$ cat src/rtl/cpu_pkg.sv
package cpu_pkg;

        typedef logic [7:0] byte_t;

        typedef struct packed {
                logic n;                        // Negative
                logic v;                        // Signed overflow
                logic d;                        // Decimal mode that is only stored
                logic i;                        // IRQ disable
                logic z;                        // Zero
                logic c;                        // Carry
        } status_t;

        typedef enum logic [3:0] {
                ALU_LOAD, ALU_PASS, ALU_ADC, ALU_SBC, ALU_CMP, ALU_AND, ALU_OR,
                ALU_XOR, ALU_ASL, ALU_LSR, ALU_ROL, ALU_ROR, ALU_INC, ALU_DEC
        } alu_op_e;

        typedef enum logic [1:0] {SRC_A, SRC_X, SRC_Y, SRC_SP} src_e;

        typedef enum logic [2:0] {
                DEST_NONE, DEST_A, DEST_X, DEST_Y, DEST_SP, DEST_PS
        } dest_e;

        typedef enum logic [3:0] {
                FLG_NONE, FLG_NZ, FLG_NZC, FLG_NZCV, FLG_SET_C, FLG_CLR_C,
                FLG_SET_I, FLG_CLR_I, FLG_SET_D, FLG_CLR_D, FLG_CLR_V
        } flag_op_e;

        typedef enum logic [7:0] {
                OP_LDA_IMM = 8'hA9,
                OP_LDX_IMM = 8'hA2,
                OP_LDY_IMM = 8'hA0,
                OP_ADC_IMM = 8'h69,
                OP_SBC_IMM = 8'hE9,
                OP_AND_IMM = 8'h29,
                OP_ORA_IMM = 8'h09,
                OP_EOR_IMM = 8'h49,
                OP_CMP_IMM = 8'hC9,
                OP_CPX_IMM = 8'hE0,
                OP_CPY_IMM = 8'hC0,
                OP_ASL_A   = 8'h0A,
                OP_LSR_A   = 8'h4A,
                OP_ROL_A   = 8'h2A,
                OP_ROR_A   = 8'h6A,
                OP_INX     = 8'hE8,
                OP_DEX     = 8'hCA,
                OP_INY     = 8'hC8,
                OP_DEY     = 8'h88,
                OP_TAX     = 8'hAA,
                OP_TAY     = 8'hA8,
                OP_TXA     = 8'h8A,
                OP_TYA     = 8'h98,
                OP_TSX     = 8'hBA,
                OP_TXS     = 8'h9A,
                OP_CLC     = 8'h18,
                OP_SEC     = 8'h38,
                OP_CLI     = 8'h58,
                OP_SEI     = 8'h78,
                OP_CLD     = 8'hD8,
                OP_SED     = 8'hF8,
                OP_CLV     = 8'hB8,
                OP_NOP     = 8'hEA
        } opcode_e;

endpackage

$ cat src/rtl/cpu_core.sv
module cpu_core import cpu_pkg::*; #(
        parameter byte_t SP_RESET = 8'hFD
) (
        input  logic    clk,
        input  logic    reset,
        input  logic    instr_valid,
        input  opcode_e opcode,
        input  byte_t   operand,
        output byte_t   reg_a,
        output byte_t   reg_x,
        output byte_t   reg_y,
        output byte_t   reg_sp,
        output status_t status,
        output logic    retire,
        output logic    illegal
);

        logic     exec_valid;
        alu_op_e  exec_alu_op;
        src_e     exec_src;
        dest_e    exec_dest;
        flag_op_e exec_flag_op;
        byte_t    exec_operand;
        logic     exec_illegal;
        byte_t    alu_result;
        logic     res_n;
        logic     res_z;
        logic     res_c;
        logic     res_v;

        op_decoder u_decoder (
                .clk          (clk),
                .reset        (reset),
                .instr_valid  (instr_valid),
                .opcode       (opcode),
                .operand      (operand),
                .exec_valid   (exec_valid),
                .exec_alu_op  (exec_alu_op),
                .exec_src     (exec_src),
                .exec_dest    (exec_dest),
                .exec_flag_op (exec_flag_op),
                .exec_operand (exec_operand),
                .exec_illegal (exec_illegal)
        );

        execute_unit u_execute (
                .exec_alu_op  (exec_alu_op),
                .exec_src     (exec_src),
                .exec_operand (exec_operand),
                .reg_a        (reg_a),
                .reg_x        (reg_x),
                .reg_y        (reg_y),
                .reg_sp       (reg_sp),
                .carry_in     (status.c),
                .alu_result   (alu_result),
                .res_n        (res_n),
                .res_z        (res_z),
                .res_c        (res_c),
                .res_v        (res_v)
        );

        result_unit #(
                .SP_RESET (SP_RESET)
        ) u_result (
                .clk          (clk),
                .reset        (reset),
                .exec_valid   (exec_valid),
                .exec_dest    (exec_dest),
                .exec_flag_op (exec_flag_op),
                .exec_illegal (exec_illegal),
                .alu_result   (alu_result),
                .res_n        (res_n),
                .res_z        (res_z),
                .res_c        (res_c),
                .res_v        (res_v),
                .reg_a        (reg_a),
                .reg_x        (reg_x),
                .reg_y        (reg_y),
                .reg_sp       (reg_sp),
                .status       (status),
                .retire       (retire),
                .illegal      (illegal)
        );

endmodule

$ cat src/rtl/execute_unit.sv
module execute_unit import cpu_pkg::*; (
        input  alu_op_e exec_alu_op,
        input  src_e    exec_src,
        input  byte_t   exec_operand,
        input  byte_t   reg_a,
        input  byte_t   reg_x,
        input  byte_t   reg_y,
        input  byte_t   reg_sp,
        input  logic    carry_in,
        output byte_t   alu_result,
        output logic    res_n,
        output logic    res_z,
        output logic    res_c,
        output logic    res_v
);

        byte_t      src;
        byte_t      addend;
        logic       add_cin;
        logic [8:0] sum;

        always_comb begin
                case (exec_src)
                        SRC_X:   src = reg_x;
                        SRC_Y:   src = reg_y;
                        SRC_SP:  src = reg_sp;
                        default: src = reg_a;
                endcase
        end

        // One adder serves ADC, SBC and compare
        always_comb begin
                addend  = exec_operand;
                add_cin = carry_in;
                if (exec_alu_op == ALU_SBC || exec_alu_op == ALU_CMP) begin
                        addend = ~exec_operand; // Subtract by ones complement
                end
                if (exec_alu_op == ALU_CMP) begin
                        add_cin = 1'b1;         // Compare ignores incoming carry
                end
                sum = {1'b0, src} + {1'b0, addend} + {8'd0, add_cin};
        end

        always_comb begin
                alu_result = src;
                res_c      = carry_in;          // Kept unless the op produces one
                res_v      = 1'b0;
                case (exec_alu_op)
                        ALU_LOAD: alu_result = exec_operand;
                        ALU_PASS: alu_result = src;
                        ALU_ADC, ALU_SBC: begin
                                alu_result = sum[7:0];
                                res_c      = sum[8];
                                res_v      = (src[7] == addend[7]) && (sum[7] != src[7]);
                        end
                        ALU_CMP: begin
                                alu_result = sum[7:0];
                                res_c      = sum[8]; // Set when src >= operand
                        end
                        ALU_AND:  alu_result = src & exec_operand;
                        ALU_OR:   alu_result = src | exec_operand;
                        ALU_XOR:  alu_result = src ^ exec_operand;
                        ALU_ASL: begin
                                alu_result = {src[6:0], 1'b0};
                                res_c      = src[7];
                        end
                        ALU_LSR: begin
                                alu_result = {1'b0, src[7:1]};
                                res_c      = src[0];
                        end
                        ALU_ROL: begin
                                alu_result = {src[6:0], carry_in};
                                res_c      = src[7];
                        end
                        ALU_ROR: begin
                                alu_result = {carry_in, src[7:1]};
                                res_c      = src[0];
                        end
                        ALU_INC:  alu_result = src + 8'd1;
                        ALU_DEC:  alu_result = src - 8'd1;
                        default:  alu_result = src;
                endcase
        end

        assign res_n = alu_result[7];
        assign res_z = (alu_result == 8'd0);

endmodule

$ cat src/rtl/op_decoder.sv
module op_decoder import cpu_pkg::*; (
        input  logic     clk,
        input  logic     reset,
        input  logic     instr_valid,
        input  opcode_e  opcode,
        input  byte_t    operand,
        output logic     exec_valid,
        output alu_op_e  exec_alu_op,
        output src_e     exec_src,
        output dest_e    exec_dest,
        output flag_op_e exec_flag_op,
        output byte_t    exec_operand,
        output logic     exec_illegal
);

        alu_op_e  alu_op;
        src_e     src;
        dest_e    dest;
        flag_op_e flag_op;
        logic     illegal_op;

        // Destination table that also flags unknown opcodes
        always_comb begin
                illegal_op = 1'b0;
                dest       = DEST_NONE;
                case (opcode)
                        OP_LDA_IMM, OP_ADC_IMM, OP_SBC_IMM, OP_AND_IMM, OP_ORA_IMM,
                        OP_EOR_IMM, OP_ASL_A, OP_LSR_A, OP_ROL_A, OP_ROR_A,
                        OP_TXA, OP_TYA:                 dest = DEST_A;
                        OP_LDX_IMM, OP_INX, OP_DEX, OP_TAX, OP_TSX:
                                                        dest = DEST_X;
                        OP_LDY_IMM, OP_INY, OP_DEY, OP_TAY:
                                                        dest = DEST_Y;
                        OP_TXS:                         dest = DEST_SP;
                        OP_CLC, OP_SEC, OP_CLI, OP_SEI, OP_CLD, OP_SED, OP_CLV:
                                                        dest = DEST_PS;
                        OP_CMP_IMM, OP_CPX_IMM, OP_CPY_IMM, OP_NOP:
                                                        dest = DEST_NONE; // Flags only or nothing
                        default:                        illegal_op = 1'b1;
                endcase
        end

        always_comb begin
                case (opcode)
                        OP_LDA_IMM, OP_LDX_IMM, OP_LDY_IMM: alu_op = ALU_LOAD;
                        OP_ADC_IMM:                 alu_op = ALU_ADC;
                        OP_SBC_IMM:                 alu_op = ALU_SBC;
                        OP_CMP_IMM, OP_CPX_IMM, OP_CPY_IMM: alu_op = ALU_CMP;
                        OP_AND_IMM:                 alu_op = ALU_AND;
                        OP_ORA_IMM:                 alu_op = ALU_OR;
                        OP_EOR_IMM:                 alu_op = ALU_XOR;
                        OP_ASL_A:                   alu_op = ALU_ASL;
                        OP_LSR_A:                   alu_op = ALU_LSR;
                        OP_ROL_A:                   alu_op = ALU_ROL;
                        OP_ROR_A:                   alu_op = ALU_ROR;
                        OP_INX, OP_INY:             alu_op = ALU_INC;
                        OP_DEX, OP_DEY:             alu_op = ALU_DEC;
                        default:                    alu_op = ALU_PASS; // Transfers
                endcase
        end

        // Register feeding the ALU is A unless the opcode names another
        always_comb begin
                case (opcode)
                        OP_CPX_IMM, OP_INX, OP_DEX, OP_TXA, OP_TXS: src = SRC_X;
                        OP_CPY_IMM, OP_INY, OP_DEY, OP_TYA:         src = SRC_Y;
                        OP_TSX:                                     src = SRC_SP;
                        default:                                    src = SRC_A;
                endcase
        end

        always_comb begin
                case (opcode)
                        OP_LDA_IMM, OP_LDX_IMM, OP_LDY_IMM, OP_AND_IMM, OP_ORA_IMM,
                        OP_EOR_IMM, OP_INX, OP_DEX, OP_INY, OP_DEY, OP_TAX, OP_TAY,
                        OP_TXA, OP_TYA, OP_TSX:     flag_op = FLG_NZ;
                        OP_CMP_IMM, OP_CPX_IMM, OP_CPY_IMM, OP_ASL_A, OP_LSR_A,
                        OP_ROL_A, OP_ROR_A:         flag_op = FLG_NZC;
                        OP_ADC_IMM, OP_SBC_IMM:     flag_op = FLG_NZCV;
                        OP_SEC:                     flag_op = FLG_SET_C;
                        OP_CLC:                     flag_op = FLG_CLR_C;
                        OP_SEI:                     flag_op = FLG_SET_I;
                        OP_CLI:                     flag_op = FLG_CLR_I;
                        OP_SED:                     flag_op = FLG_SET_D;
                        OP_CLD:                     flag_op = FLG_CLR_D;
                        OP_CLV:                     flag_op = FLG_CLR_V;
                        default:                    flag_op = FLG_NONE; // TXS, NOP, illegal
                endcase
        end

        always_ff @(posedge clk) begin
                if (reset) begin
                        exec_valid   <= 1'b0;
                        exec_illegal <= 1'b0;
                end else begin
                        exec_valid <= instr_valid;
                        if (instr_valid) begin
                                exec_illegal <= illegal_op;
                        end
                end
        end

        always_ff @(posedge clk) begin
                if (instr_valid) begin          // Payload held between strobes
                        exec_alu_op  <= alu_op;
                        exec_src     <= src;
                        exec_dest    <= dest;
                        exec_flag_op <= flag_op;
                        exec_operand <= operand;
                end
        end

        // An illegal opcode must reach the result stage with no write or flag effect
        a_illegal_no_effect: assert property (@(posedge clk) disable iff (reset)
                exec_valid && exec_illegal |->
                        exec_dest == DEST_NONE && exec_flag_op == FLG_NONE);

endmodule

$ cat src/rtl/result_unit.sv
module result_unit import cpu_pkg::*; #(
        parameter byte_t SP_RESET = 8'hFD
) (
        input  logic     clk,
        input  logic     reset,
        input  logic     exec_valid,
        input  dest_e    exec_dest,
        input  flag_op_e exec_flag_op,
        input  logic     exec_illegal,
        input  byte_t    alu_result,
        input  logic     res_n,
        input  logic     res_z,
        input  logic     res_c,
        input  logic     res_v,
        output byte_t    reg_a,
        output byte_t    reg_x,
        output byte_t    reg_y,
        output byte_t    reg_sp,
        output status_t  status,
        output logic     retire,
        output logic     illegal
);

        always_ff @(posedge clk) begin
                if (reset) begin
                        reg_a  <= 8'd0;
                        reg_x  <= 8'd0;
                        reg_y  <= 8'd0;
                        reg_sp <= SP_RESET;
                        status <= '{i: 1'b1, default: 1'b0}; // Interrupts masked
                end else if (exec_valid) begin
                        case (exec_dest)
                                DEST_A:  reg_a  <= alu_result;
                                DEST_X:  reg_x  <= alu_result;
                                DEST_Y:  reg_y  <= alu_result;
                                DEST_SP: reg_sp <= alu_result;
                                default: ;      // PS goes through the flag op
                        endcase
                        case (exec_flag_op)
                                FLG_NZ: begin
                                        status.n <= res_n;
                                        status.z <= res_z;
                                end
                                FLG_NZC: begin
                                        status.n <= res_n;
                                        status.z <= res_z;
                                        status.c <= res_c;
                                end
                                FLG_NZCV: begin
                                        status.n <= res_n;
                                        status.z <= res_z;
                                        status.c <= res_c;
                                        status.v <= res_v;
                                end
                                FLG_SET_C: status.c <= 1'b1;
                                FLG_CLR_C: status.c <= 1'b0;
                                FLG_SET_I: status.i <= 1'b1;
                                FLG_CLR_I: status.i <= 1'b0;
                                FLG_SET_D: status.d <= 1'b1;
                                FLG_CLR_D: status.d <= 1'b0;
                                FLG_CLR_V: status.v <= 1'b0;
                                default:   ;
                        endcase
                end
        end

        always_ff @(posedge clk) begin
                if (reset) begin
                        retire  <= 1'b0;
                        illegal <= 1'b0;
                end else begin
                        retire  <= exec_valid;
                        illegal <= exec_valid && exec_illegal;
                end
        end

        // An illegal retire comes with retire and leaves every register as it was
        a_illegal_retire: assert property (@(posedge clk) disable iff (reset)
                illegal |-> retire && $stable({reg_a, reg_x, reg_y, reg_sp, status}));

endmodule
$ cat config.mk
export PLATFORM = sky130hd
export DESIGN_NAME = cpu_core
export DESIGN_NICKNAME = d
export VERILOG_FILES = /design/src/rtl/cpu_pkg.sv /design/src/rtl/cpu_core.sv /design/src/rtl/execute_unit.sv /design/src/rtl/op_decoder.sv /design/src/rtl/result_unit.sv
export SDC_FILE = /design/constraint.sdc
export NUM_CORES = 1
export LEC_CHECK = 0
export BUFFER_PORTS_ARGS = -buffer_cell sky130_fd_sc_hd__buf_2
export CORE_UTILIZATION = 40
export DETAILED_ROUTE_END_ITERATION = 8
export PLACE_DENSITY_LB_ADDON = 0.25
export SETUP_SLACK_MARGIN = 0.05
export SYNTH_ARGS = -nofsm -noshare
export SYNTH_HDL_FRONTEND = slang
export SYNTH_HIERARCHICAL = 1
export SYNTH_SLANG_ARGS = --single-unit
$ cat constraint.sdc
create_clock -name clk -period 3.42 [get_ports clk]
set_clock_uncertainty 0.05 [all_clocks]
set_input_delay 0.171 -clock clk [delete_from_list [all_inputs] [get_ports clk]]
set_output_delay 0.171 -clock clk [all_outputs]
set_load 0.01 [all_outputs]
==> results.yml <==
run_status:
  status: "finished, violations left"
  violations: "negative setup slack"
layout:
  antenna_cells: 0
  nFillCells: 1098
  syn2layout_area_growth_pct: 26.2
  nNetsFinal: 701
  drive_gt1_share_pct: 27.5
  utilization_pct: 52.8
place:
  dp_slack_ps: -209
  io_buffers: 58
  gp_congestion: 0.898
  hpwl_microns: 10700
power_and_ir_drop:
  max-vdd-ir-drop_mv: 0.275
  cellPowerDensity_mw_per_mm2: 402
  p_leak_nw: 2.54
synth:
  async_flop_share_pct: 0
  synth_most_common_cell: "nand2_1"
  avgSynthCellArea_sq_um: 8.74
  synth_area_leaders: "dfxtp_1, edfxtp_1, ha_1"
  synthTopCellsByCount: "nand2_1, a21oi_1, dfxtp_1, nor2_1, o21ai_0"
  seq_area_frac_synth_pct: 30.3
  synthesis.nets: 604
  ys_ff_latch: 63
  synth.distinct_cells: 87
  synthFlopType: "dfxtp_1"
  synth_top_area_share_pct: 17.3
  yosys_warnings: 6
  yosys.area.top_type: "dfxtp_1"
  postSynthCellCount: 556
  synth_edf_count: 21
  netlist_area_sq_mm: 0.00486
cts:
  clk_pin_slew_ps: 60
  clock-sinks: 63
  clk_path_buf_depth: 2
  htree_num_levels: 3
  cts_tree: "done"
  root_buffer: "clkbuf_16"
  cts_buffers: 9
  clk_latency_ps: 330
timing:
  finalSetupViolCount: 16
  finalWorstSetupSlack_ps: -206
  period_share_pct: 106
  max-slew-margin-rel_pct: 46.5
  fmaxAchievable_mhz: 276
  layout_min_cycle_time_ps: 3630
  hold_viol: 0
  rsz0062_at_grt: "yes"
  worst_pin_slew_ps: 797
  slew_viol_final: 0
flow_run:
  max-cap-violations: 0
routing:
  routed_via_density: 5.77
  first_pass_iters: 6
  antenna_left: 0
  drtIter0Drc: 262
  drc: 0
  dr_total_vias: 4618
  finalWirelength_microns: 14300
  routedWlPerCell_microns: 17.9
die:
  core_sq_mm: 0.0116
  die_area_sq_mm: 0.0126
  ioPinCount: 59
  rows: 39
  die_x_microns: 112
  die_h_microns: 112
  start_util_pct: 41.8
global_routing:
  grt_max_degree: 42
  grtUsageTotal_pct: 23.2
  antenna_found_initial: 0
  grt_pass1_wl_microns: 23200
  overflow: 0
  grt_pass1_vias: 4624
setup_path:
  cp.arrival_ps: 3840
  crit_type: "flop to flop"
  critPathRequiredTime_ps: 3630
  endpoint_kind: "flop"
  crit_path_start_kind: "flop"
  timing.rr.start: "u_decoder/exec_alu_op[3]$_DFFE_PP_"
  crit_fanout: 5
  reg2reg_depth: 13
  rr_endpoint: "u_result/status[1]$_SDFFE_PP0P_"
  rrSetupSlack_ps: -210
hold_path:
  min_from: "opcode[4]"
  min_path_type: "input port to flop"
  min_path_cells: 2
  hold_end: "u_decoder/exec_alu_op[1]$_DFFE_PP_"
registers in the layout, indices dropped and copies added (netlist names), 3 cells and up:
name                    flops
u_decoder/exec_alu_op       4
u_result/reg_a              8
u_result/reg_x              8
u_decoder/exec_flag_op      4
u_result/status             6
u_result/reg_sp             8
u_decoder/exec_dest         3
u_decoder/exec_operand      8
u_result/reg_y              8
cells in the final DEF, fill, tap and decap left out, types with 6 or more instances in the layout:
cell	Yosys	final
inv_1	26	24
xnor2_1	15	11
o21ai_1	3	7
o21ai_0	31	27
a211o_1	9	9
nand2_1	56	54
mux2i_1	15	15
a22oi_1	6	6
nand3_1	9	9
a21oi_1	49	46
o21a_1	6	6
nand2b_1	8	8
buf_2	6	58
nor2_1	38	37
ha_1	26	26
clkbuf_16	0	10
buf_4	3	54
nor3_1	10	10
edfxtp_1	21	21
dlygate4sd3_1	0	8
dfxtp_1	42	42
nor2b_1	18	17
final cells by class:
cell class / count / area (sq um) / area share, %
clock buffers: 10 / 250 / 4.08
flip-flops and latches: 63 / 1470 / 24.0
multi-input cells: 428 / 3230 / 52.6
repair buffers: 124 / 830 / 13.5
clock inverters: 6 / 71.3 / 1.16
well taps: 143 / 179 / 2.92
inverters: 27 / 101 / 1.65
metal layers:
metal	vias up	track usage, %	wire length, microns
met2	161	40.0	7110
li1	2236	-	-
met1	2191	28.6	6100
met4	0	10.3	427
met5	-	0	0
met3	30	3.78	689
critical path, stage by stage (launching register included):
cell      delay [ps]
edfxtp_1         430
or4b_4           620
nor2b_1          190
fa_2             380
inv_2             70
fa_2             420
inv_1             60
nor2_1            40
or4_4            550
nor4_2           250
o21ai_1          140
nor4_2           150
mux2i_1          110
nor2_1           100
through the flow:
step	setup TNS (ps)	area, sq um	total power [mW]	std cells	hold WS (ps)
6_report	-1880	6130	2.47	801	276
5_1_grt	-5540	6130	2.58	801	308
4_1_cts	-1370	6050	2.46	800	258
3_5_place_dp	-1760	5600	1.44	772	305
3_3_place_gp	-1080	5600	1.43	772	301
2_1_floorplan	-311	4930	1.24	556	200
timing repair:
item / CTS / global route
pin swaps: 14 / 7
endpoints found under the setup margin: 19 / 26
setup buffers: 4 / 2
hold buffers: 8 / 0
resized for setup: 7 / 17
hold endpoints to repair: 8 / 0
logic make-up after synthesis:
logic type,count (synthesis),synth area share (%)
AOI/OAI and AO/OA,160,22.1
adders and majority gates,29,7.93
muxes,24,7.42
DFF,63,30.3
buffers and inverters,65,6.26
and+or+nand+nor,194,21.9
xor gates and xnor gates,21,4.07
report_power, final:
part | total (mW) | leakage [nW] | internal [mW] | switching (mW)
combinational | 0.650 | 1.84 | 0.302 | 0.349
sequential | 0.835 | 0.543 | 0.805 | 0.0297
clock | 0.981 | 0.160 | 0.619 | 0.362
worst max-delay path by stage:
stage                                                  start                               to
after floorplan           u_decoder/exec_alu_op[3]$_DFFE_PP_  u_result/reg_sp[7]$_SDFFE_PP1P_
after global placement    u_decoder/exec_alu_op[3]$_DFFE_PP_  u_result/status[1]$_SDFFE_PP0P_
after detailed placement  u_decoder/exec_alu_op[3]$_DFFE_PP_  u_result/reg_sp[7]$_SDFFE_PP1P_
after CTS                 u_decoder/exec_alu_op[3]$_DFFE_PP_  u_result/status[1]$_SDFFE_PP0P_
after global routing      u_decoder/exec_alu_op[3]$_DFFE_PP_  u_result/status[1]$_SDFFE_PP0P_
final                     u_decoder/exec_alu_op[3]$_DFFE_PP_  u_result/status[1]$_SDFFE_PP0P_
Power figures use the tool's default switching activity.
